--- src/logic/spad_pkg.sv ---
`default_nettype none

package spad_pkg;

    localparam int NUM_BANKS = 4;
    localparam int BANK_SEL_W = 2;

    // 16 matrices per bank
    localparam int MAT_S_W = 4;

    localparam int ROWS = 4;
    localparam int ROW_S_W = 2;

    // one row packs four elements
    localparam int ELEM_W = 16;
    localparam int ROW_W = ROWS * ELEM_W;

    localparam int WORD_W = 32;

    // tag carried with every row read out of a bank
    typedef enum logic [1:0] {
        STORE_ROW  = 2'd0,
        INPUT_ROW  = 2'd1,
        WEIGHT_ROW = 2'd2,
        PSUM_ROW   = 2'd3
    } mat_type_t;

endpackage

`default_nettype wire

--- src/logic/spad_bank.sv ---
`default_nettype none

module spad_bank (
    input  logic                         CLK,
    input  logic                         nRST,
    input  logic                         wr_en,
    input  logic [spad_pkg::MAT_S_W-1:0] wr_mat,
    input  logic [spad_pkg::ROW_S_W-1:0] wr_row,
    input  logic [spad_pkg::ROW_W-1:0]   wr_data,
    input  logic                         rd_req,
    input  spad_pkg::mat_type_t          rd_req_type,
    input  logic [spad_pkg::WORD_W-1:0]  rd_req_addr,
    input  logic [spad_pkg::MAT_S_W-1:0] rd_req_mat,
    input  logic [spad_pkg::ROW_S_W-1:0] rd_req_row,
    output logic                         rd_valid,
    output spad_pkg::mat_type_t          rd_type,
    output logic [spad_pkg::WORD_W-1:0]  rd_addr,
    output logic [spad_pkg::MAT_S_W-1:0] rd_mat,
    output logic [spad_pkg::ROW_S_W-1:0] rd_row,
    output logic [spad_pkg::ROW_W-1:0]   rd_data
);

    import spad_pkg::*;

    localparam int ENTRIES = (2 ** MAT_S_W) * ROWS;

    // one entry per row, indexed by {slot, row}
    logic [ROW_W-1:0] mem [ENTRIES];

    always_ff @(posedge CLK, negedge nRST) begin
        if (!nRST) begin
            rd_valid <= 1'b0;
        end else begin
            rd_valid <= rd_req;
        end
    end

    // a read of the row being written returns the old contents
    always_ff @(posedge CLK) begin
        if (wr_en) begin
            mem[{wr_mat, wr_row}] <= wr_data;
        end
        if (rd_req) begin
            rd_data <= mem[{rd_req_mat, rd_req_row}];
            rd_type <= rd_req_type;
            rd_addr <= rd_req_addr;
            rd_mat <= rd_req_mat;
            rd_row <= rd_req_row;
        end
    end

    assert property (@(posedge CLK) disable iff (!nRST)
        rd_req |=> rd_valid && rd_type == $past(rd_req_type)
                   && rd_addr == $past(rd_req_addr) && rd_mat == $past(rd_req_mat)
                   && rd_row == $past(rd_req_row))
        else $error("spad_bank: read-out tags differ from request");

endmodule

`default_nettype wire

--- config.mk ---
export PLATFORM = sky130hd
export DESIGN_NAME = spad_bank
export DESIGN_NICKNAME = d
export VERILOG_FILES = /design/src/logic/spad_pkg.sv /design/src/logic/spad_bank.sv
export SDC_FILE = /design/constraint.sdc
export NUM_CORES = 2
export LEC_CHECK = 0
export BUFFER_PORTS_ARGS = -buffer_cell sky130_fd_sc_hd__buf_4
export CAP_MARGIN = 20
export CORE_UTILIZATION = 32
export DETAILED_ROUTE_END_ITERATION = 8
export GPL_TIMING_DRIVEN = 0
export PLACE_DENSITY = 0.45
export SYNTH_ARGS = -nofsm -noshare
export SYNTH_HDL_FRONTEND = slang
export SYNTH_SLANG_ARGS = --single-unit
--- constraint.sdc ---
create_clock -name CLK -period 4.3 [get_ports CLK]
set_input_delay 0.43 -clock CLK [delete_from_list [all_inputs] [get_ports CLK]]
set_output_delay 0.43 -clock CLK [all_outputs]
set_load 0.05 [all_outputs]
; Word level (Yosys, flattened, before mapping)
; Memories as Yosys holds them, arrays and structs flattened. A register that Yosys moved wholly into a read port is not among the register bits.
; Index checks and enable logic that the tools add are counted.
[totals]
register_bits = 41
ramBits = 4096
elab_cells = 8
out_inout_bits = 105
mem_count = 1
input_bits = 114
[op_classes]
mux = 2
[mem_list]
columns = name, depth, word_bits, rd, rd_clocked_by_memory_dff, wr, line_no
row1 = mem, 64, 64, 1, 1, 1, spad_bank.sv:28  ; logic [ROW_W-1:0] mem [ENTRIES];
[ops]
columns = cell, n
row1 = $mux 1, 2

; Depth between registers and ports, before layout
[depth]
depth_word = 2
mapped_depth = 9
depth_no_buf = 5

; Worst setup path after synthesis
; OpenSTA, ideal clock, no wires.
[synth_timing]
kind = in2reg
startpoint = input wr_mat[1] (netlist name)
endpoint = memory mem[48][0] (netlist name) (enable)
arrival_time_ns = 5.302
required_ns = 3.736
stages = 4
setup_ns = 0.564
path_slack_ns = -1.566
path_cell_list = clkbuf_1 nor2b_1 nand4b_1 nor3_1
[synth_rtl]
columns = element, line_no
row1 = from (decl), spad_bank.sv:7  ; input logic [spad_pkg::MAT_S_W-1:0] wr_mat,
row2 = to (decl), spad_bank.sv:28
; No word-level cell before the write port.

==> summary.md <==
| Metric | Value |
|---|---|
| Status | finished, final reports clean |
| Port-buffer cells | 214 |
| Clock Path Buffers | 4 |
| Gate Count Post-Synth | 6639 |
| Placed cells | 13600 |
| RSZ-0062 raised after global routing | no |
| Routed Antenna Nets | 0 |
| CTS H-Tree Depth | 5 |
| CP endpoint kind | flip-flop |
| Fmax achieved | 0.233 GHz |
| Post-DP HPWL | 331 mm |
| CP max FO | 10 |
| Vias per std cell | 5.28 |
| Final hold violation count | 0 |
| Measured slew at the worst slew-check pin | 1.26 ns |
| Post-synth ARST share | 0.0238% |
| Gr ovfl total | 0 |
| Tmin final | 4.29 ns |
| WL/cell | 33.7 um |
| Final setup viols | 0 |
| Synth-to-Final Area Change | 19.0% |
| Net Count, Synth | 6753 |
| Initial core utilization | 32.2% |
| Area contributors post-synth | edfxtp_1 80%, mux4_2 15%, mux2i_1 0.85% |
| Cell taking the most area after synthesis | edfxtp_1 |
| Sw Pwr | 19.8 mW |
| Initial DRC count | 8884 |
| Initial antenna violation count | 58 |
| Overall routing resource usage | 19.3% |
| Clock transition at path regs | 0.06 ns |
| Clk sinks | 4201 |
| Startpoint type of the worst setup path | input pin |
| First-pass GRT wire length | 668 mm |
| I/O pin total | 219 |
| Post-synth EDFFs | 4200 |
| 1st-pass router iterations | 6 |
| Post-synthesis sequential area ratio | 79.7% |
| DR vias | 76600 |
| Die width | 705 um |
| Logic gate share of total power | 5.9% |
| Final Non-Filler Cells | 14500 |
| Syn. warnings | 0 |
| DRC Markers | 0 |
| Setup TNS | 0 ns |
| DP Area | 173000 um^2 |
| Final GP Congestion | 0.783 |
| Clk pwr share | 42.2% |
| Flop pwr share | 51.9% |
| Post_cts resized | 0 |
| Max Cap Violations | 0 |
| Core area | 491000 um^2 |
| Vias in the first global route | 79300 |
| WL final | 489 mm |
| CTS Buf Count | 448 |
| Post-route cell area | 188000 um^2 |
| Pin count of the biggest net entering global routing | 65 |
| Syn avg cell area | 23.8 um^2 |
| Post-synth top cells | 4200 x edfxtp_1, 1024 x mux4_2, 170 x buf_2, 168 x a22oi_1, 140 x clkbuf_1 |
| Synth Flop Type | edfxtp_1 |
| Worst path required time | 4.96 ns |
| Leak Pwr | 58.4 nW |
| Layout Nets | 7760 |
| Clock Latency Late Sink | 1.02 ns |
| Crit share post-route | 99.8% |
| Internal power | 68.0 mW |
| Power Dens Cells | 466 nW/um^2 |
| PnR Total Power | 87.7 mW |
| Most numerous cell in the Yosys netlist | edfxtp_1 |
| Number of synthesized register bits | 4201 |
| Arrival time at the worst endpoint | 4.95 ns |
| Max-slew violations | 0 |
| Fill cells | 43800 |
| Multi-input combinational cell area | 30700 um^2 |
| Clock Tree Root | clkbuf_16 |
| Yosys cell types | 33 |
| Share of layout cells above drive strength 1 | 29.8% |
| Final core occ | 38.3% |
| Die height | 705 um |
| Row count | 257 |
| Crit Path Category | input pin to flip-flop |
| Sw Ratio | 22.5% |
| Netlist Area Pre-Place | 158000 um^2 |
| Worst Skew | 0.0570 ns |
| Maximum vdd drop | 0.000340 V |
| Relative slew slack | 15.8% |
| CTS tree | yes |
| FF+latch area | 126000 um^2 |
| Top cell type's share of synthesized area | 79.7% |
| Die area | 497000 um^2 |
| Hold Path Class | input pin to flip-flop |
-- cell families (layout without fill, tap and decap cells) --
logic type	after synthesis	after routing	share of synthesized area, %
flops	4201	4201	79.7
mux	1159	1159	15.4
compound gates	504	504	2.45
buf+inv	389	1761	1.17
simple gates	386	386	1.22
other cells	0	24	0
-- power groups by stage --
stage               combinational (mW)  sequential, mW  clock [mW]
floorplan                         2.09            46.7           0
finish                            5.16            45.6        37.0
global placement                  4.96            46.4           0
detailed placement                5.16            46.4           0
CTS                               5.25            45.6        37.8
global route                      5.41            45.6        39.2
-- per-layer routing --
layer  part of all wire [%]  vias up  global-route usage (%)
li1                       -    30900                       -
met1                     43    42500                    26.6
met4                    2.7        8                    5.15
met3                    5.6      617                    2.69
met5                  0.010        -                       0
met2                     49     2626                    32.4
-- flip-flops by register name (all words and copies together) (netlist names) --
| register | cells |
|---|---|
| mem | 4096 |
| rd_addr | 32 |
| rd_data | 64 |
| rd_mat | 4 |
| rd_row | 2 |
| rd_type | 2 |
| rd_valid | 1 |
-- cells in the final DEF (no fill, tap or decap), types with 61 or more instances in the layout --
master,netlist,final
edfxtp_1,4200,4200
mux4_2,1024,1024
clkbuf_16,0,453
buf_4,34,264
clkbuf_1,140,246
buf_12,0,173
buf_2,170,172
a22oi_1,168,168
mux2i_1,135,135
clkinv_1,0,114
dlygate4sd3_1,0,99
a22o_1,88,88
o22ai_1,83,83
clkinv_2,0,69
and3_1,64,64
nor2_4,0,62
a211oi_1,63,61
-- area by class of cell --
| cell class | count | share of cell area, % |
|---|---|---|
| flip-flops and latches | 4201 | 67.0 |
| plain buffers | 370 | 0.947 |
| multi-input cells | 2049 | 16.3 |
| well taps | 6475 | 4.30 |
| repair buffers | 557 | 3.98 |
| inverters | 19 | 0.0379 |
| clock inverters | 250 | 1.11 |
| clock buffers | 565 | 6.25 |
| diodes | 24 | 0.0319 |
-- stage by stage --
| stage | hold slack (ns) | setup WS (ns) |
|---|---|---|
| global route | 0.0423 | 0.116 |
| CTS | 0.00357 | 0.101 |
| detailed placement | 0.208 | -1.01 |
| finish | 0.0391 | 0.00953 |
| global placement | 0.206 | -5.22 |
| floorplan | 0.134 | -0.160 |
-- worst paths after layout --
kind | start | endpoint | slack, ns | cells past startpoint
worst min-delay path | wr_data[50] | mem[16][50] | 0.04 | 1
min in group asynchronous | nRST | rd_valid | 0.30 | 3
max in group asynchronous | nRST | rd_valid | 3.89 | 3
worst max register to register | mem[55][15] | rd_data[15] | 1.30 | 5
worst max-delay path | rd_req_mat[0] | rd_data[59] | 0.01 | 10
worst min register to register | mem[39][26] | rd_data[26] | 1.04 | 4
-- critical path, stage by stage --
cell and delay, ns:
buf_4 0.08, buf_2 0.32, buf_4 0.40, buf_2 0.56, buf_2 0.65, buf_4 0.40
mux2i_1 0.14, o22ai_1 0.46, a41oi_1 0.36, a211oi_1 1.05
-- timing repair --
| action | CTS | global route |
|---|---|---|
| buffers inserted | 0 | 0 |
| hold buffers | 99 | 0 |
| hold endpoints to repair | 2488 | 0 |
Note: power is estimated with default switching activity, not from simulation.
