`config.mk`:
```
export PLATFORM = sky130hd
export DESIGN_NAME = sync_fifo
export DESIGN_NICKNAME = d
export VERILOG_FILES = /design/src/logic/sync_fifo.sv
export SDC_FILE = /design/constraint.sdc
export NUM_CORES = 1
export LEC_CHECK = 0
export BUFFER_PORTS_ARGS = -buffer_cell sky130_fd_sc_hd__buf_2
export CAP_MARGIN = 20
export CELL_PAD_IN_SITES_DETAIL_PLACEMENT = 2
export CELL_PAD_IN_SITES_GLOBAL_PLACEMENT = 2
export CORE_UTILIZATION = 47
export CTS_BUF_LIST = sky130_fd_sc_hd__clkbuf_8
export CTS_CLUSTER_DIAMETER = 150
export CTS_CLUSTER_SIZE = 30
export DETAILED_ROUTE_END_ITERATION = 8
export GPL_TIMING_DRIVEN = 0
export PLACE_DENSITY = 0.88
export SLEW_MARGIN = 20
export SYNTH_ARGS = -nofsm -noshare
export SYNTH_HDL_FRONTEND = slang
export SYNTH_SLANG_ARGS = --single-unit
```
`constraint.sdc`:
```
create_clock -name CLK -period 5.15 [get_ports CLK]
set_input_delay 0.7725 -clock CLK [delete_from_list [all_inputs] [get_ports CLK]]
set_output_delay 0.7725 -clock CLK [all_outputs]
set_load 0.01 [all_outputs]
```
`src/logic/sync_fifo.sv`:
```
`default_nettype none

module sync_fifo #(
    parameter int DEPTH = 8,
    parameter int WIDTH = 32
) (
    input  logic             CLK,
    input  logic             nRST,
    input  logic             push,
    input  logic [WIDTH-1:0] wdata,
    input  logic             pop,
    output logic [WIDTH-1:0] rdata,
    output logic             empty,
    output logic             full
);

    localparam int PTR_W = (DEPTH > 1) ? $clog2(DEPTH) : 1;
    localparam int CNT_W = $clog2(DEPTH + 1);

    logic [WIDTH-1:0] mem [DEPTH];
    logic [PTR_W-1:0] rptr;
    logic [PTR_W-1:0] wptr;
    logic [CNT_W-1:0] count;
    logic do_push;
    logic do_pop;

    // a full queue still accepts a push when the head leaves in the same cycle
    assign do_pop = pop && !empty;
    assign do_push = push && (!full || do_pop);

    assign empty = (count == '0);
    assign full = (count == CNT_W'(DEPTH));

    // first word fall through
    assign rdata = mem[rptr];

    always_ff @(posedge CLK, negedge nRST) begin
        if (!nRST) begin
            rptr <= '0;
            wptr <= '0;
            count <= '0;
        end else begin
            if (do_push) begin
                wptr <= (wptr == PTR_W'(DEPTH - 1)) ? '0 : wptr + 1'b1;
            end
            if (do_pop) begin
                rptr <= (rptr == PTR_W'(DEPTH - 1)) ? '0 : rptr + 1'b1;
            end
            case ({do_push, do_pop})
                2'b10:   count <= count + 1'b1;
                2'b01:   count <= count - 1'b1;
                default: count <= count;
            endcase
        end
    end

    always_ff @(posedge CLK) begin
        if (do_push) begin
            mem[wptr] <= wdata;
        end
    end

    assert property (@(posedge CLK) disable iff (!nRST) push && full |-> pop)
        else $error("sync_fifo: push into full queue");

    assert property (@(posedge CLK) disable iff (!nRST) pop |-> !empty)
        else $error("sync_fifo: pop from empty queue");

endmodule

`default_nettype wire

```
Word level (Yosys, flattened, before mapping)

Memory sizes are Yosys's and may differ from the RTL's.
Index checks and enable logic that the tools add are counted.

Add/sub/neg operators: 4
Equality and inequality tests: 5
Mux-type cells: 5
Reduce and logical (&&, ||, !) cells: 7

Operators with widths:

| cell                | number |
|---|---|
| $pmux 4 s2          | 1 |
| $add 3x1->3 const B | 2 |
| $eq 3x3->1 const B  | 2 |
| $mux 3              | 2 |
| $add 4x1->4 const B | 1 |
| $eq 4x4->1 const B  | 1 |
| $logic_not 4->1     | 1 |
| $sub 4x1->4 const B | 1 |
| $eq 2x1->1 const B  | 1 |
| $eq 2x2->1 const B  | 1 |
| $logic_and 1x1->1   | 2 |
| $logic_not 1->1     | 2 |
| $mux 1              | 2 |
| $reduce_bool 2->1   | 1 |
| $logic_or 1x1->1    | 1 |

Bits in registers: 10
Bits in writable memories: 256
Input port bits: 36
Output and inout port bits: 34
Logic and storage cells: 25
Memories kept: 1

Memories:

| memory | words | width | read ports | clocked after Yosys merged registers in | write ports | line | text |
|---|---|---|---|---|---|---|---|
| mem    | 8     | 32    | 1          | 0                                       | 1           | 20   | `logic [WIDTH-1:0] mem [DEPTH];` |

Longest topological paths before layout

Depth in word-level cells: 7
Gate-level depth with buffers: 10
Depth with buffers taken out: 9

Worst setup path after synthesis

OpenSTA, ideal clock, no wires.

Kind: input -> register
From: input pop
To: memory mem[1][0] (enable)
Setup time: 0.461 ns
Arrival: 3.313 ns
Data required time: 4.689 ns
Path slack: 1.376 ns
Stages on the path: 3
Buffers on the path: 0
Cell sequence: o31ai_4 or2_1 nor3_1

Cells in the longest elaborated chain, start to end: 5

Ends and longest elaborated chain:

| item                         | line | text |
|---|---|---|
| start, declared              | 11   | `input logic pop,` |
| $logic_and 1x1->1            | 28   | `assign do_pop = pop && !empty;` |
| $logic_or 1x1->1             | 29   | `assign do_push = push && (!full \|\| do_pop);` |
| $logic_and 1x1->1            | 29   |  |
| $mux 1                       | 58   | `if (do_push) begin` |
| $mux 1 (not written as such) | 59   | `mem[wptr] <= wdata;` |
| end, declared                | 20   |  |

Every way passes these cells.

Worst setup path after layout

From: register rptr[1]
To: output rdata[20]

Cells in the longest elaborated chain, start to end: 1

Ends and longest elaborated chain:

| item                   | line | text |
|---|---|---|
| start, declared        | 21   | `logic [PTR_W-1:0] rptr;` |
| start signal, assigned | 47   | `rptr <= (rptr == PTR_W'(DEPTH - 1)) ? '0 : rptr + 1'b1;` |
| $mem_v2 8x32           | n/a  |  |
| end, declared          | 12   | `output logic [WIDTH-1:0] rdata,` |

Every way passes these cells.

==> flow_results.org <==
** Outcome
- Status :: complete, no violations

** Pwr
- Summed over all cells, the static leakage comes to approximately 3.8 nW.
- For this design the ratio of total power to cell area is between 500 and 600 nW/um^2.
- Max VDD drop :: around 0.00027 V
- Power comes to about 0.0061 W.

** Route
- Dividing the detail-routed wire length by the instance count gives 33.2 um.
- After detailed routing, the number of remaining DRC violations is 0.
- After the first detailed-routing iteration, the DRC count stood at approximately 340.
- Via count :: between 4000 and 5000
- The first TritonRoute pass finished after 6 iterations.
- Wires add up to approximately 27000 um.
- Using the TritonRoute via totals, the vias-per-cell ratio works out to between 6 and 7.
- Post-detailed-route count of antenna-violating nets :: 0

** Cells and area
- Counting the fill cells in the layout gives around 1800.
- Area growth from synthesis to layout :: 11.8%
- In the final layout, the multi-input gates occupy 2260 sq um.
- Number of nets in the layout :: between 500 and 600
- Across the whole layout, storage elements account for 7940 sq um.
- Proportion of layout cells with a drive suffix above 1 :: around two fifths
- Antenna cell count :: 0

** Clock network
- The clock net in this run drives a total of 266 sinks.
- After clock tree synthesis, the clock-pin slew on the worst setup and hold paths is about 0.17 ns.
- Once the clock tree was built, the resizer swapped 0 gates to a different size.
- Number of post-CTS setup repair buffers :: 0
- Maximum level of the CTS H-tree :: 1
- Clock tree from TritonCTS :: done
- CTS placed an instance of clkbuf_8 at the clock tree root.
- In this run, post-CTS hold repair placed 0 buffers.
- CTS buffer count :: 12
- For the worst-skew pair, the clock arrives at the later sink with an insertion delay of approximately 0.55 ns.
- The clock passes through at most 3 buffers.

** Yosys
- The Yosys step of the flow raised 0 warnings.
- Post-synthesis sequential area ratio :: 77.2%
- Counting flops with an async set or reset pin after synthesis yields a share of between 3 and 4%.
- In the synthesized netlist, the number of instances is between 400 and 500.
- Synthesized area per cell :: ~23 sq um
- Of all cell types, the one taking the most synthesized area is edfxtp_1.
- In this run the cell area of the synthesized design comes to a little over 10000 sq um.
- Fraction of post-synthesis cell area in the top cell type by area :: about three quarters
- Synthesis produced a netlist with a net count of roughly 480.
- Number of enable flip-flop cells after synthesis :: about 260
- The most used flip-flop cell after synthesis is edfxtp_1.
- Number of synthesized register bits :: approximately 270
- Netlist cell types :: 36
- Sorting the synthesized cells by area gives the leading types as edfxtp_1 75%, mux4_2 14%, mux2_2 3.7%.

** GRT
- Global route overflow :: 0
- Global routing used 25.4% of the available tracks.
- Entering global routing, the biggest net connects 32 pins.
- Antenna violations before repair :: 2
- The first global-routing pass estimated between 30000 and 40000 um of wire.
- The number of global-route vias before repair is between 5000 and 6000.

** STA
- Highest clock rate :: ~280 MHz
- Setup repair after global routing left no endpoint under its margin.
- Worst Setup Slack, final :: ~1.6 ns
- Slew margin rel. :: around a third
- Slew @ Worst Pin :: 0.972 ns
- Clock period minus final worst setup slack :: ~3.6 ns
- Final setup violation count :: 0
- The number of pins with negative max-slew slack in the final report is 0.
- The number of hold violations in the final report came to 0.
- Period utilization :: 69.3%
- Skew final :: around 0.044 ns

** Critical path
- For the worst setup path, the data required time is roughly 4.4 ns.
- The worst setup path is captured at an output port.
- STA classifies the critical path startpoint as a flop.
- Setup CP Type :: flop to output port
- At the worst endpoint, the arrival time is approximately 2.8 ns.
- Along the worst path, the maximum fanout reaches 10.

** Floorplanning
- CORE AREA :: about 21000 sq um
- Rows :: 53
- Once the floorplan was initialized, standard cells occupied between 40% and 50% of the core.
- Die W :: 150 um
- I/O pin count :: 70
- The die covers roughly 22000 sq um.
- Die Ht :: between 100 and 150 um

** Job
- Max-cap violations in this run came to 0.

** Place
- Routability congestion estimate from global placement :: roughly 0.68
- The wire-length estimate of the detail-placed layout is about 19000 um.
- Port buffering added 69 buffers.
- Worst slack at placement :: approximately 1.9 ns

** Hold path
- The path class of the tightest hold or removal check is primary input to asynchronous set/reset pin.
-- worst max-delay path, stage by stage (launching register included) --
cell     delay [ns]
dfrtp_1        0.43
buf_2          0.29
buf_1          0.61
mux4_2         0.46
mux2_2         0.30
buf_2          0.14
-- area by class of cell --
type                            count  share of cell area, %
Buffer                             19                   1.01
Clock buffer                       13                   1.56
Clock inverter                      7                  0.457
Inverter                            6                  0.196
Multi-Input combinational cell    148                   19.7
Sequential cell                   266                   69.0
Tap cell                          275                   2.99
Timing Repair Buffer               84                   5.06
-- kinds of logic (layout without fill, tap and decap cells) --
logic type,count (synthesis),count (layout),synth area share (%)
flip-flops,266,266,77.2
multiplexers,101,101,18.1
buffers and inverters,25,129,1.35
AND/OR/NAND/NOR,24,24,1.13
AO/OA/AOI/OAI,13,13,1.08
adder cells (fa/ha/maj),7,7,0.924
XOR/XNOR,3,3,0.255
-- flip-flops by register name (all words and copies together), names as in the netlist --
signal / flops
count: 4
mem: 256
rptr: 3
wptr: 3
-- report_power, final --
group          leakage [nW]  switching (W)  internal, W
Sequential             2.44       0.000141      0.00271
Clock                 0.140       0.000598     0.000288
Combinational          1.18        0.00125      0.00107
Total                  3.76        0.00199      0.00408
-- cell usage in the layout, fill, tap and decap left out, types with 2 or more instances in the layout --
cell      count
edfxtp_1    256
buf_2        75
mux4_2       64
mux2_2       34
clkbuf_8     13
inv_1        11
dfrtp_1      10
buf_6         8
nor2_4        6
ha_1          6
buf_4         6
clkbuf_1      5
nand2b_1      5
buf_16        5
buf_1         3
nor2_1        3
nand2_1       3
or3_1         2
nor3_2        2
xnor2_1       2
o21ai_1       2
-- synth_stat cells, drive strengths merged (2+ instances only) --
cell	number
xnor2	2
dfrtp	10
nand2	3
or3	2
mux2	36
o21ai	4
mux4	64
edfxtp	256
nand2b	5
ha	6
clkbuf	5
buf	14
nor2	9
inv	6
nor3	3
-- worst paths after layout --
check                      startpoint    endpoint  slack (ns)  cells after the start
setup / recovery              rptr[1]   rdata[20]        1.58                      5
hold / removal                   nRST     wptr[0]        0.07                      1
setup reg to reg             count[2]  mem[0][15]        2.12                      8
hold reg to reg               wptr[0]     wptr[0]        0.59                      2
max in group asynchronous        nRST    count[1]        4.81                      1
min in group CLK             wdata[5]   mem[7][5]        0.49                      1
-- layer usage --
metal	routed length [um]	track usage, %
met3	1270	2.84
met5	11	0
met4	411	5.56
met1	11200	34.2
met2	14300	44.9
-- stage by stage --
stage	cells	TNS (ns)	utilization, %	hold slack (ns)	cell area, sq um
3_5_place_dp	798	0	53.1	0.547	11300
5_1_grt	818	0	54.2	0.0466	11500
6_report	818	0	54.2	0.0691	11500
2_1_floorplan	439	0	-	0.477	10300
4_1_cts	818	0	54.2	0.0512	11500
3_3_place_gp	783	-69.33	51.7	0.499	11000
(Power assumes the default switching activity.)
