**src/logic/spad_isa_pkg.sv**
```systemverilog
`default_nettype none

package spad_isa_pkg;

    localparam int OPCODE_W = 2;

    // external address for load and store, packed matrix ids for gemm
    localparam int INSTR_ADDR_W = 32;

    // top two bits pick the bank, low four bits the slot
    localparam int MAT_ID_W = 6;

    // for gemm the matrix field only carries the new weight flag
    localparam int NEW_WEIGHT_BIT = 5;

    // gemm id offsets inside the address/select word
    localparam int GEMM_IN_LSB = 12;
    localparam int GEMM_W_LSB = 6;
    localparam int GEMM_PS_LSB = 0;

    typedef enum logic [OPCODE_W-1:0] {
        NOP   = 2'd0,
        LOAD  = 2'd1,
        STORE = 2'd2,
        GEMM  = 2'd3
    } opcode_t;

endpackage

`default_nettype wire

```
**src/logic/spad_pkg.sv**
```systemverilog
`default_nettype none

package spad_pkg;

    localparam int NUM_BANKS = 4;
    localparam int BANK_SEL_W = 2;

    // 16 matrices per bank
    localparam int MAT_S_W = 4;

    localparam int ROWS = 4;
    localparam int ROW_S_W = 2;

    // one row packs four elements
    localparam int ELEM_W = 16;
    localparam int ROW_W = ROWS * ELEM_W;

    localparam int WORD_W = 32;

    // tag carried with every row read out of a bank
    typedef enum logic [1:0] {
        STORE_ROW  = 2'd0,
        INPUT_ROW  = 2'd1,
        WEIGHT_ROW = 2'd2,
        PSUM_ROW   = 2'd3
    } mat_type_t;

endpackage

`default_nettype wire

```
**src/logic/bank_access_fsm.sv**
```systemverilog
`default_nettype none

module bank_access_fsm #(
    parameter int BANK_NUM = 0
) (
    input  logic                                    CLK,
    input  logic                                    nRST,
    input  logic                                    instr_empty,
    input  spad_isa_pkg::opcode_t                   instr_opcode,
    input  logic [spad_isa_pkg::INSTR_ADDR_W-1:0]   instr_addr_sel,
    input  logic [spad_isa_pkg::MAT_ID_W-1:0]       instr_mat,
    output logic                                    instr_ren,
    input  logic                                    psum_full,
    input  logic [spad_pkg::ROW_S_W-1:0]            psum_row,
    input  logic [spad_pkg::ROW_W-1:0]              psum_data,
    input  logic [spad_isa_pkg::MAT_ID_W-1:0]       gemm_mat,
    output logic                                    psum_ren,
    output logic                                    load_req,
    output logic [spad_pkg::WORD_W-1:0]             load_addr,
    input  logic                                    load_hit,
    input  logic [spad_pkg::ROW_W-1:0]              load_data,
    output logic                                    wr_en,
    output logic [spad_pkg::MAT_S_W-1:0]            wr_mat,
    output logic [spad_pkg::ROW_S_W-1:0]            wr_row,
    output logic [spad_pkg::ROW_W-1:0]              wr_data,
    output logic                                    rd_req,
    output spad_pkg::mat_type_t                     rd_req_type,
    output logic [spad_pkg::WORD_W-1:0]             rd_req_addr,
    output logic [spad_pkg::MAT_S_W-1:0]            rd_req_mat,
    output logic [spad_pkg::ROW_S_W-1:0]            rd_req_row
);

    import spad_isa_pkg::*;
    import spad_pkg::*;

    // four-row sequences sit on aligned codes, so the low two bits are the row
    typedef enum logic [4:0] {
        DECODE   = 5'd0,
        PSUMLOAD = 5'd1,
        LOAD0    = 5'd4,  LOAD1    = 5'd5,  LOAD2    = 5'd6,  LOAD3    = 5'd7,
        STORE0   = 5'd8,  STORE1   = 5'd9,  STORE2   = 5'd10, STORE3   = 5'd11,
        W_GEMM0  = 5'd12, W_GEMM1  = 5'd13, W_GEMM2  = 5'd14, W_GEMM3  = 5'd15,
        I_GEMM0  = 5'd16, I_GEMM1  = 5'd17, I_GEMM2  = 5'd18, I_GEMM3  = 5'd19,
        PS_GEMM0 = 5'd20, PS_GEMM1 = 5'd21, PS_GEMM2 = 5'd22, PS_GEMM3 = 5'd23
    } state_t;

    state_t state;
    state_t n_state;
    logic [ROW_S_W-1:0] row;

    logic [WORD_W-1:0] ls_addr;
    logic [MAT_S_W-1:0] ls_mat;
    logic [MAT_ID_W-1:0] in_id;
    logic [MAT_ID_W-1:0] w_id;
    logic [MAT_ID_W-1:0] ps_id;

    function automatic logic owns(input logic [MAT_ID_W-1:0] id);
        return id[MAT_ID_W-1 -: BANK_SEL_W] == BANK_SEL_W'(BANK_NUM);
    endfunction

    // first owned gemm matrix at or after stage (0 weight, 1 input, 2 psum)
    function automatic state_t gemm_seq(input logic [1:0] from, input logic nw,
                                        input logic [MAT_ID_W-1:0] w,
                                        input logic [MAT_ID_W-1:0] i,
                                        input logic [MAT_ID_W-1:0] p);
        state_t s;
        s = DECODE;
        if (from <= 2'd2 && owns(p)) s = PS_GEMM0;
        if (from <= 2'd1 && owns(i)) s = I_GEMM0;
        if (from == 2'd0 && nw && owns(w)) s = W_GEMM0;
        return s;
    endfunction

    assign row = state[ROW_S_W-1:0];

    always_ff @(posedge CLK, negedge nRST) begin
        if (!nRST) begin
            state <= DECODE;
        end else begin
            state <= n_state;
        end
    end

    always_ff @(posedge CLK) begin
        if (instr_ren) begin
            ls_addr <= instr_addr_sel;
            ls_mat <= instr_mat[MAT_S_W-1:0];
            in_id <= instr_addr_sel[GEMM_IN_LSB +: MAT_ID_W];
            w_id <= instr_addr_sel[GEMM_W_LSB +: MAT_ID_W];
            ps_id <= instr_addr_sel[GEMM_PS_LSB +: MAT_ID_W];
        end
    end

    always_comb begin
        n_state = state;
        instr_ren = 1'b0;
        case (state)
            DECODE: begin
                // a finished result for this bank goes first
                if (psum_full && owns(gemm_mat)) begin
                    n_state = PSUMLOAD;
                end else if (!instr_empty) begin
                    instr_ren = 1'b1;
                    case (instr_opcode)
                        LOAD:    if (owns(instr_mat)) n_state = LOAD0;
                        STORE:   if (owns(instr_mat)) n_state = STORE0;
                        GEMM: begin
                            n_state = gemm_seq(2'd0, instr_mat[NEW_WEIGHT_BIT],
                                               instr_addr_sel[GEMM_W_LSB +: MAT_ID_W],
                                               instr_addr_sel[GEMM_IN_LSB +: MAT_ID_W],
                                               instr_addr_sel[GEMM_PS_LSB +: MAT_ID_W]);
                        end
                        default: n_state = DECODE;
                    endcase
                end
            end
            PSUMLOAD: begin
                if (psum_row == ROW_S_W'(ROWS - 1)) n_state = DECODE;
            end
            LOAD0, LOAD1, LOAD2, LOAD3: begin
                if (load_hit) begin
                    n_state = (state == LOAD3) ? DECODE : state_t'(state + 1'b1);
                end
            end
            STORE0, STORE1, STORE2,
            W_GEMM0, W_GEMM1, W_GEMM2,
            I_GEMM0, I_GEMM1, I_GEMM2,
            PS_GEMM0, PS_GEMM1, PS_GEMM2: n_state = state_t'(state + 1'b1);
            W_GEMM3: n_state = gemm_seq(2'd1, 1'b0, w_id, in_id, ps_id);
            I_GEMM3: n_state = gemm_seq(2'd2, 1'b0, w_id, in_id, ps_id);
            default: n_state = DECODE;
        endcase
    end

    always_comb begin
        psum_ren = 1'b0;
        load_req = 1'b0;
        load_addr = '0;
        wr_en = 1'b0;
        wr_mat = '0;
        wr_row = '0;
        wr_data = '0;
        rd_req = 1'b0;
        rd_req_type = STORE_ROW;
        rd_req_addr = '0;
        rd_req_mat = '0;
        rd_req_row = row;
        case (state)
            PSUMLOAD: begin
                psum_ren = 1'b1;
                wr_en = 1'b1;
                wr_mat = gemm_mat[MAT_S_W-1:0];
                wr_row = psum_row;
                wr_data = psum_data;
            end
            LOAD0, LOAD1, LOAD2, LOAD3: begin
                load_req = 1'b1;
                load_addr = ls_addr;
                // the hit row lands in the bank in the same cycle
                if (load_hit) begin
                    wr_en = 1'b1;
                    wr_mat = ls_mat;
                    wr_row = row;
                    wr_data = load_data;
                end
            end
            STORE0, STORE1, STORE2, STORE3: begin
                rd_req = 1'b1;
                rd_req_addr = ls_addr;
                rd_req_mat = ls_mat;
            end
            W_GEMM0, W_GEMM1, W_GEMM2, W_GEMM3: begin
                rd_req = 1'b1;
                rd_req_type = WEIGHT_ROW;
                rd_req_mat = w_id[MAT_S_W-1:0];
            end
            I_GEMM0, I_GEMM1, I_GEMM2, I_GEMM3: begin
                rd_req = 1'b1;
                rd_req_type = INPUT_ROW;
                rd_req_mat = in_id[MAT_S_W-1:0];
            end
            PS_GEMM0, PS_GEMM1, PS_GEMM2, PS_GEMM3: begin
                rd_req = 1'b1;
                rd_req_type = PSUM_ROW;
                rd_req_mat = ps_id[MAT_S_W-1:0];
            end
        endcase
    end

    // DRAM sees one steady request until it answers
    assert property (@(posedge CLK) disable iff (!nRST)
        load_req && !load_hit |=> load_req && $stable(load_addr))
        else $error("bank %0d: load request dropped or moved before hit", BANK_NUM);

    assert property (@(posedge CLK) disable iff (!nRST)
        wr_en |-> state inside {LOAD0, LOAD1, LOAD2, LOAD3, PSUMLOAD})
        else $error("bank %0d: write outside load or psum drain", BANK_NUM);

endmodule

`default_nettype wire

```
**config.mk**
```make
export PLATFORM = sky130hd
export DESIGN_NAME = bank_access_fsm
export DESIGN_NICKNAME = d
export VERILOG_FILES = /design/src/logic/spad_isa_pkg.sv /design/src/logic/spad_pkg.sv /design/src/logic/bank_access_fsm.sv
export SDC_FILE = /design/constraint.sdc
export NUM_CORES = 1
export LEC_CHECK = 0
export ABC_CLOCK_PERIOD_IN_PS = 5900
export BUFFER_PORTS_ARGS = -buffer_cell sky130_fd_sc_hd__buf_2
export CAP_MARGIN = 5
export CORE_AREA = 3 3 125 127
export DETAILED_ROUTE_END_ITERATION = 8
export DIE_AREA = 0 0 128 130
export RECOVER_POWER = 50
export SLEW_MARGIN = 20
export SYNTH_ARGS = -nofsm -noshare
export SYNTH_HDL_FRONTEND = slang
export SYNTH_SLANG_ARGS = --single-unit
```
**constraint.sdc**
```tcl
create_clock -name CLK -period 5.9 [get_ports CLK]
set_input_delay 0.59 -clock CLK [delete_from_list [all_inputs] [get_ports CLK]]
set_output_delay 0.59 -clock CLK [all_outputs]
set_load 0.01 [all_outputs]
```
After elaboration in Yosys (flattened, before gate mapping). Cells that the tools add are included.

Input bits: 181. Word-level logic and storage cells: 87. Register bits: 57. Output and inout port bits: 147.

Mux-type cells: 32. Equality and inequality tests: 30. Reduce and logical (&&, ||, !) cells: 18. Add/subtract/negate cells: 1.

Operators with widths (count): $pmux 64 s2 (1); $mux 32 (2); $mux 64 (1); $mux 5 (12); $eq 5x4->1 const B (8); $eq 5x5->1 const B (8); $pmux 5 s6 (1); $eq 5x3->1 const B (4); $reduce_or 4->1 (5); $pmux 4 s4 (1); $reduce_or 16->1 (1); $pmux 5 s3 (1); $logic_not 2->1 (7); $reduce_or 12->1 (1); $ne 4x4->1 const B (2); $pmux 4 s2 (1); $mux 1 (7); $eq 2x2->1 const B (3); $pmux 2 s3 (1); $add 5x1->5 const B (1); $eq 5x1->1 const B (1); $logic_not 5->1 (1); $reduce_and 5->1 (1); $mux 4 (1); other kinds (7) (9).

Longest topological paths before layout.
Depth in word-level cells: 8. Depth in mapped cells: 9. Gate-level depth less buffers: 7.

Worst setup path before layout. Ideal clock, no wire load.

Kind: register to output. From: register state[0]. To: output port instr_ren. Path buffers: 0. Slack: 2.174 ns. Stages on the path, launching flop included: 6. Data required time: 5.310 ns. Data arrival time: 3.136 ns. Path through: dfrtp_1 inv_1 ha_1 or4b_4 or2_1 nor2_1.

Longest elaborated chain between the ends: 2.

Ends and longest elaborated chain: start, declared (RTL line bank_access_fsm.sv:47) `state_t state;`; start signal, assigned (RTL line bank_access_fsm.sv:80) `state <= n_state;`; $logic_not 5->1 (RTL line bank_access_fsm.sv:97) `case (state)`; $mux 1 (RTL line bank_access_fsm.sv:97); end, declared (RTL line bank_access_fsm.sv:12) `output logic instr_ren,`.

No other way between the ends.

Worst setup path in the final report. Ends and elaborated chain as after synthesis.

==> impl_metrics.csv <==
group,metric,value,unit
outcome,status,"finished with violations",
outcome,violations,"max-capacitance violations, max-slew violations",
floorplan,die_y,130,µm
global_routing,grt_start_max_net_pins,74,
power,p_total,2020,µW
sta,tns,0,ps
clock_network,cts.hold.buffers_added,0,
power,leakagePower,0.00255,µW
logic_synthesis,synth_edf_count,36,
logic_synthesis,synthAdderAreaFrac,2.44,%
floorplan,core,0.0145,mm²
logic_synthesis,async_flop_share,12.2,%
sta,post-route-period-util,75.9,%
final_layout,nets,792,
floorplan,rows,44,
clock_network,clockBufferDepth,2,
drt,wl_per_cell,20.0,µm
drt,avgViaCountPerCell,4.68,
placed_design,place_congestion,0.813,
critical_path,endpoint_kind,"primary output",
clock_network,post_cts_buffers,0,
sta,slew_violations,24,
clock_network,cts-root-buf,"clkbuf_16",
drt,drtPass1Iterations,4,
drt,drc,0,
logic_synthesis,synth_flop_cell,"edfxtp_1",
sta,slew_headroom,-25.3,%
floorplan,die-area,0.0166,mm²
logic_synthesis,synth_warnings,0,
critical_path,required,5310,ps
logic_synthesis,yosysMostFrequentCell,"a22o_1",
critical_path,startpoint_type,"register",
global_routing,grt_pass1_wl,21.5,mm
hold_path,hold_path_class,"in2async",
placed_design,dpl.cell_count,781,
final_layout,drive_gt1_share,49.0,%
global_routing,grt_antenna_before_repair,3,
clock_network,cts_tree,"yes",
logic_synthesis,ys_ff_latch,41,
power,cellPowerDensity,417,mW/mm²
logic_synthesis,yosys.area_share.simple,20.6,%
sta,clock-skew-final,2.84,ps
logic_synthesis,syn-instance-count,300,
drt,drt_iter0_drc,240,
floorplan,start_util,21.2,%
sta,tightest_slew,1870,ps
logic_synthesis,synth.largest_area_cell,"edfxtp_1",
clock_network,cts.repair.resized,0,
logic_synthesis,synth-compound-area-share,27.9,%
drt,drt.antenna.violating_nets,0,
critical_path,r2r-start,"state[0]$_DFFE_PN0P_",
sta,setup_violations,0,
final_layout,instances_no_fill,791,
drt,vias,3705,
logic_synthesis,muxShareOfSynthArea,2.28,%
logic_synthesis,ys_seq_area_share,39.2,%
logic_synthesis,synth.distinct_cells,45,
logic_synthesis,yosys.area_share.xor_xnor,0,%
final_layout,area_delta_synth_final,57.5,%
final_layout,multi_input_area,0.00161,mm²
sta,rsz0062_at_grt,"no",
sta,period_minus_slack,4480,ps
power,ir_drop,0.211,mV
logic_synthesis,syn_area,0.00307,mm²
flow_run,cap_violations,1,
clock_network,clk_transition_reported_paths,60,ps
placed_design,io_buffers,327,
clock_network,insertion_delay,280,ps
clock_network,cts_made_buffers,5,
logic_synthesis,yosysTopAreaCellShare,35.2,%
sta,hold_ws,146,ps
critical_path,cp_max_fo,23,
global_routing,first_global_vias,3567,
critical_path,crit_type,"reg2out",
logic_synthesis,syn_area_per_cell,10.2,µm²
logic_synthesis,yosys-top-cells-count,"70 x a22o_1, 36 x edfxtp_1, 34 x and2_1, 33 x and3_1, 18 x clkbuf_1",
drt,drt_wl_total,15.8,mm
clock_network,cts.sinks,41,
clock_network,cts_htree_levels,2,
sta,max_freq,223,MHz
placed_design,hpwl,13.0,mm
critical_path,critical_path_arrival,3890,ps
floorplan,pin_count,328,
logic_synthesis,synth_top_family_by_area,"compound AO/OA/AOI/OAI gates",
global_routing,overflow,0,
logic_synthesis,synth_area_leaders,"edfxtp_1 35%, a22o_1 20%, and2_1 6.9%, and3_1 6.7%, dfrtp_1 4.1%",
floorplan,die_x,128,µm
final_layout,seq_area,0.00121,mm²
sta,final_hold_viol_count,0,
logic_synthesis,syn-num-nets,487,
global_routing,track_usage,17.1,%
critical_path,critPathLaunch,"state[0]$_DFFE_PN0P_",
final_layout,n_fill_cell,1620,
-- report_power, final --
group | total (µW) | switching, µW | internal [µW] | leakage, µW
Sequential | 484 | 72.2 | 411 | 0.000402
Clock | 270 | 113 | 157 | 0.0000631
Combinational | 1270 | 752 | 516 | 0.00209
-- per-stage QoR --
step	cell area, µm²	util [%]	setup WS [ps]
2_1_floorplan	3070	-	2170
3_3_place_gp	4780	32.9	2390
3_5_place_dp	4780	32.9	2370
4_1_cts	4930	33.9	2050
5_1_grt	4840	33.3	1060
6_report	4840	33.3	1420
-- layout make-up --
| class | instances | area share [%] |
|---|---|---|
| sequential | 41 | 24.9 |
| multi-input combinational | 216 | 33.3 |
| timing repair buffer | 330 | 33.2 |
| inverter | 11 | 0.853 |
| tap | 184 | 4.75 |
| clock inverter | 2 | 0.310 |
| antenna | 1 | 0.0517 |
| clock buffer | 6 | 2.66 |
-- metal layers --
metal  share of wire [%]  GRT usage [%]  wire length (µm)
met3                 9.7           5.61              1530
met2                  50           30.3              7880
met4                 1.0           3.43               161
met5                0.13              0                21
met1                  39           20.4              6200
-- flip-flops by register name (all words and copies together) (netlist names) --
| name | flops |
|---|---|
| ls_addr | 32 |
| state | 5 |
| ls_mat | 4 |
-- logic make-up (layout without fill, tap and decap cells) --
kind of cell | after synthesis | count (layout)
and+or+nand+nor | 102 | 102
AOI/OAI and AO/OA | 101 | 101
muxes | 7 | 7
adders and majority gates | 6 | 6
buffers and inverters | 43 | 349
other | 0 | 1
DFF | 41 | 41
-- final timing paths --
check / endpoint / slack (ps) / cells after the start
setup / recovery: instr_ren / 1420 / 7
hold / removal: state[0]$_DFFE_PN0P_ / 150 / 1
setup reg to reg: ls_addr[22]$_DFFE_PP_ / 2160 / 6
hold reg to reg: state[0]$_DFFE_PN0P_ / 710 / 2
max in group asynchronous: state[4]$_DFFE_PN0P_ / 5540 / 1
min in group CLK: ls_addr[19]$_DFFE_PP_ / 480 / 1
-- worst max-delay path, stage by stage (launching register included) --
cell and delay (ps):
dfrtp_1 430, inv_1 140, ha_1 210, or4b_1 530, or2_0 270, nor2_1 1390
buf_4 440, buf_2 170
-- placed cells by master, fill, tap and decap left out, drive strengths merged --
cell type / Yosys / routed
a211oi: 5 / 5
a21oi: 2 / 2
a221oi: 1 / 1
a222oi: 1 / 1
a22o: 70 / 70
a22oi: 4 / 4
a2bb2oi: 1 / 1
a41o: 1 / 1
and2: 35 / 35
and3: 33 / 33
buf: 14 / 285
clkbuf: 18 / 51
clkinvlp: 0 / 2
dfrtp: 5 / 5
diode: 0 / 1
edfxtp: 36 / 36
ha: 6 / 6
inv: 11 / 11
mux2i: 7 / 7
nand2: 5 / 5
nand2b: 4 / 4
nand3: 2 / 2
nand4: 1 / 1
nor2: 9 / 9
nor3: 2 / 2
nor3b: 3 / 3
nor4: 2 / 2
nor4b: 1 / 1
o21ai: 5 / 5
o221ai: 1 / 1
o22a: 1 / 1
o22ai: 3 / 3
o2bb2ai: 4 / 4
o311ai: 1 / 1
o31ai: 1 / 1
or2: 2 / 2
or3b: 1 / 1
or4: 1 / 1
or4b: 1 / 1
No activity file was read; power rests on OpenSTA's default activity.
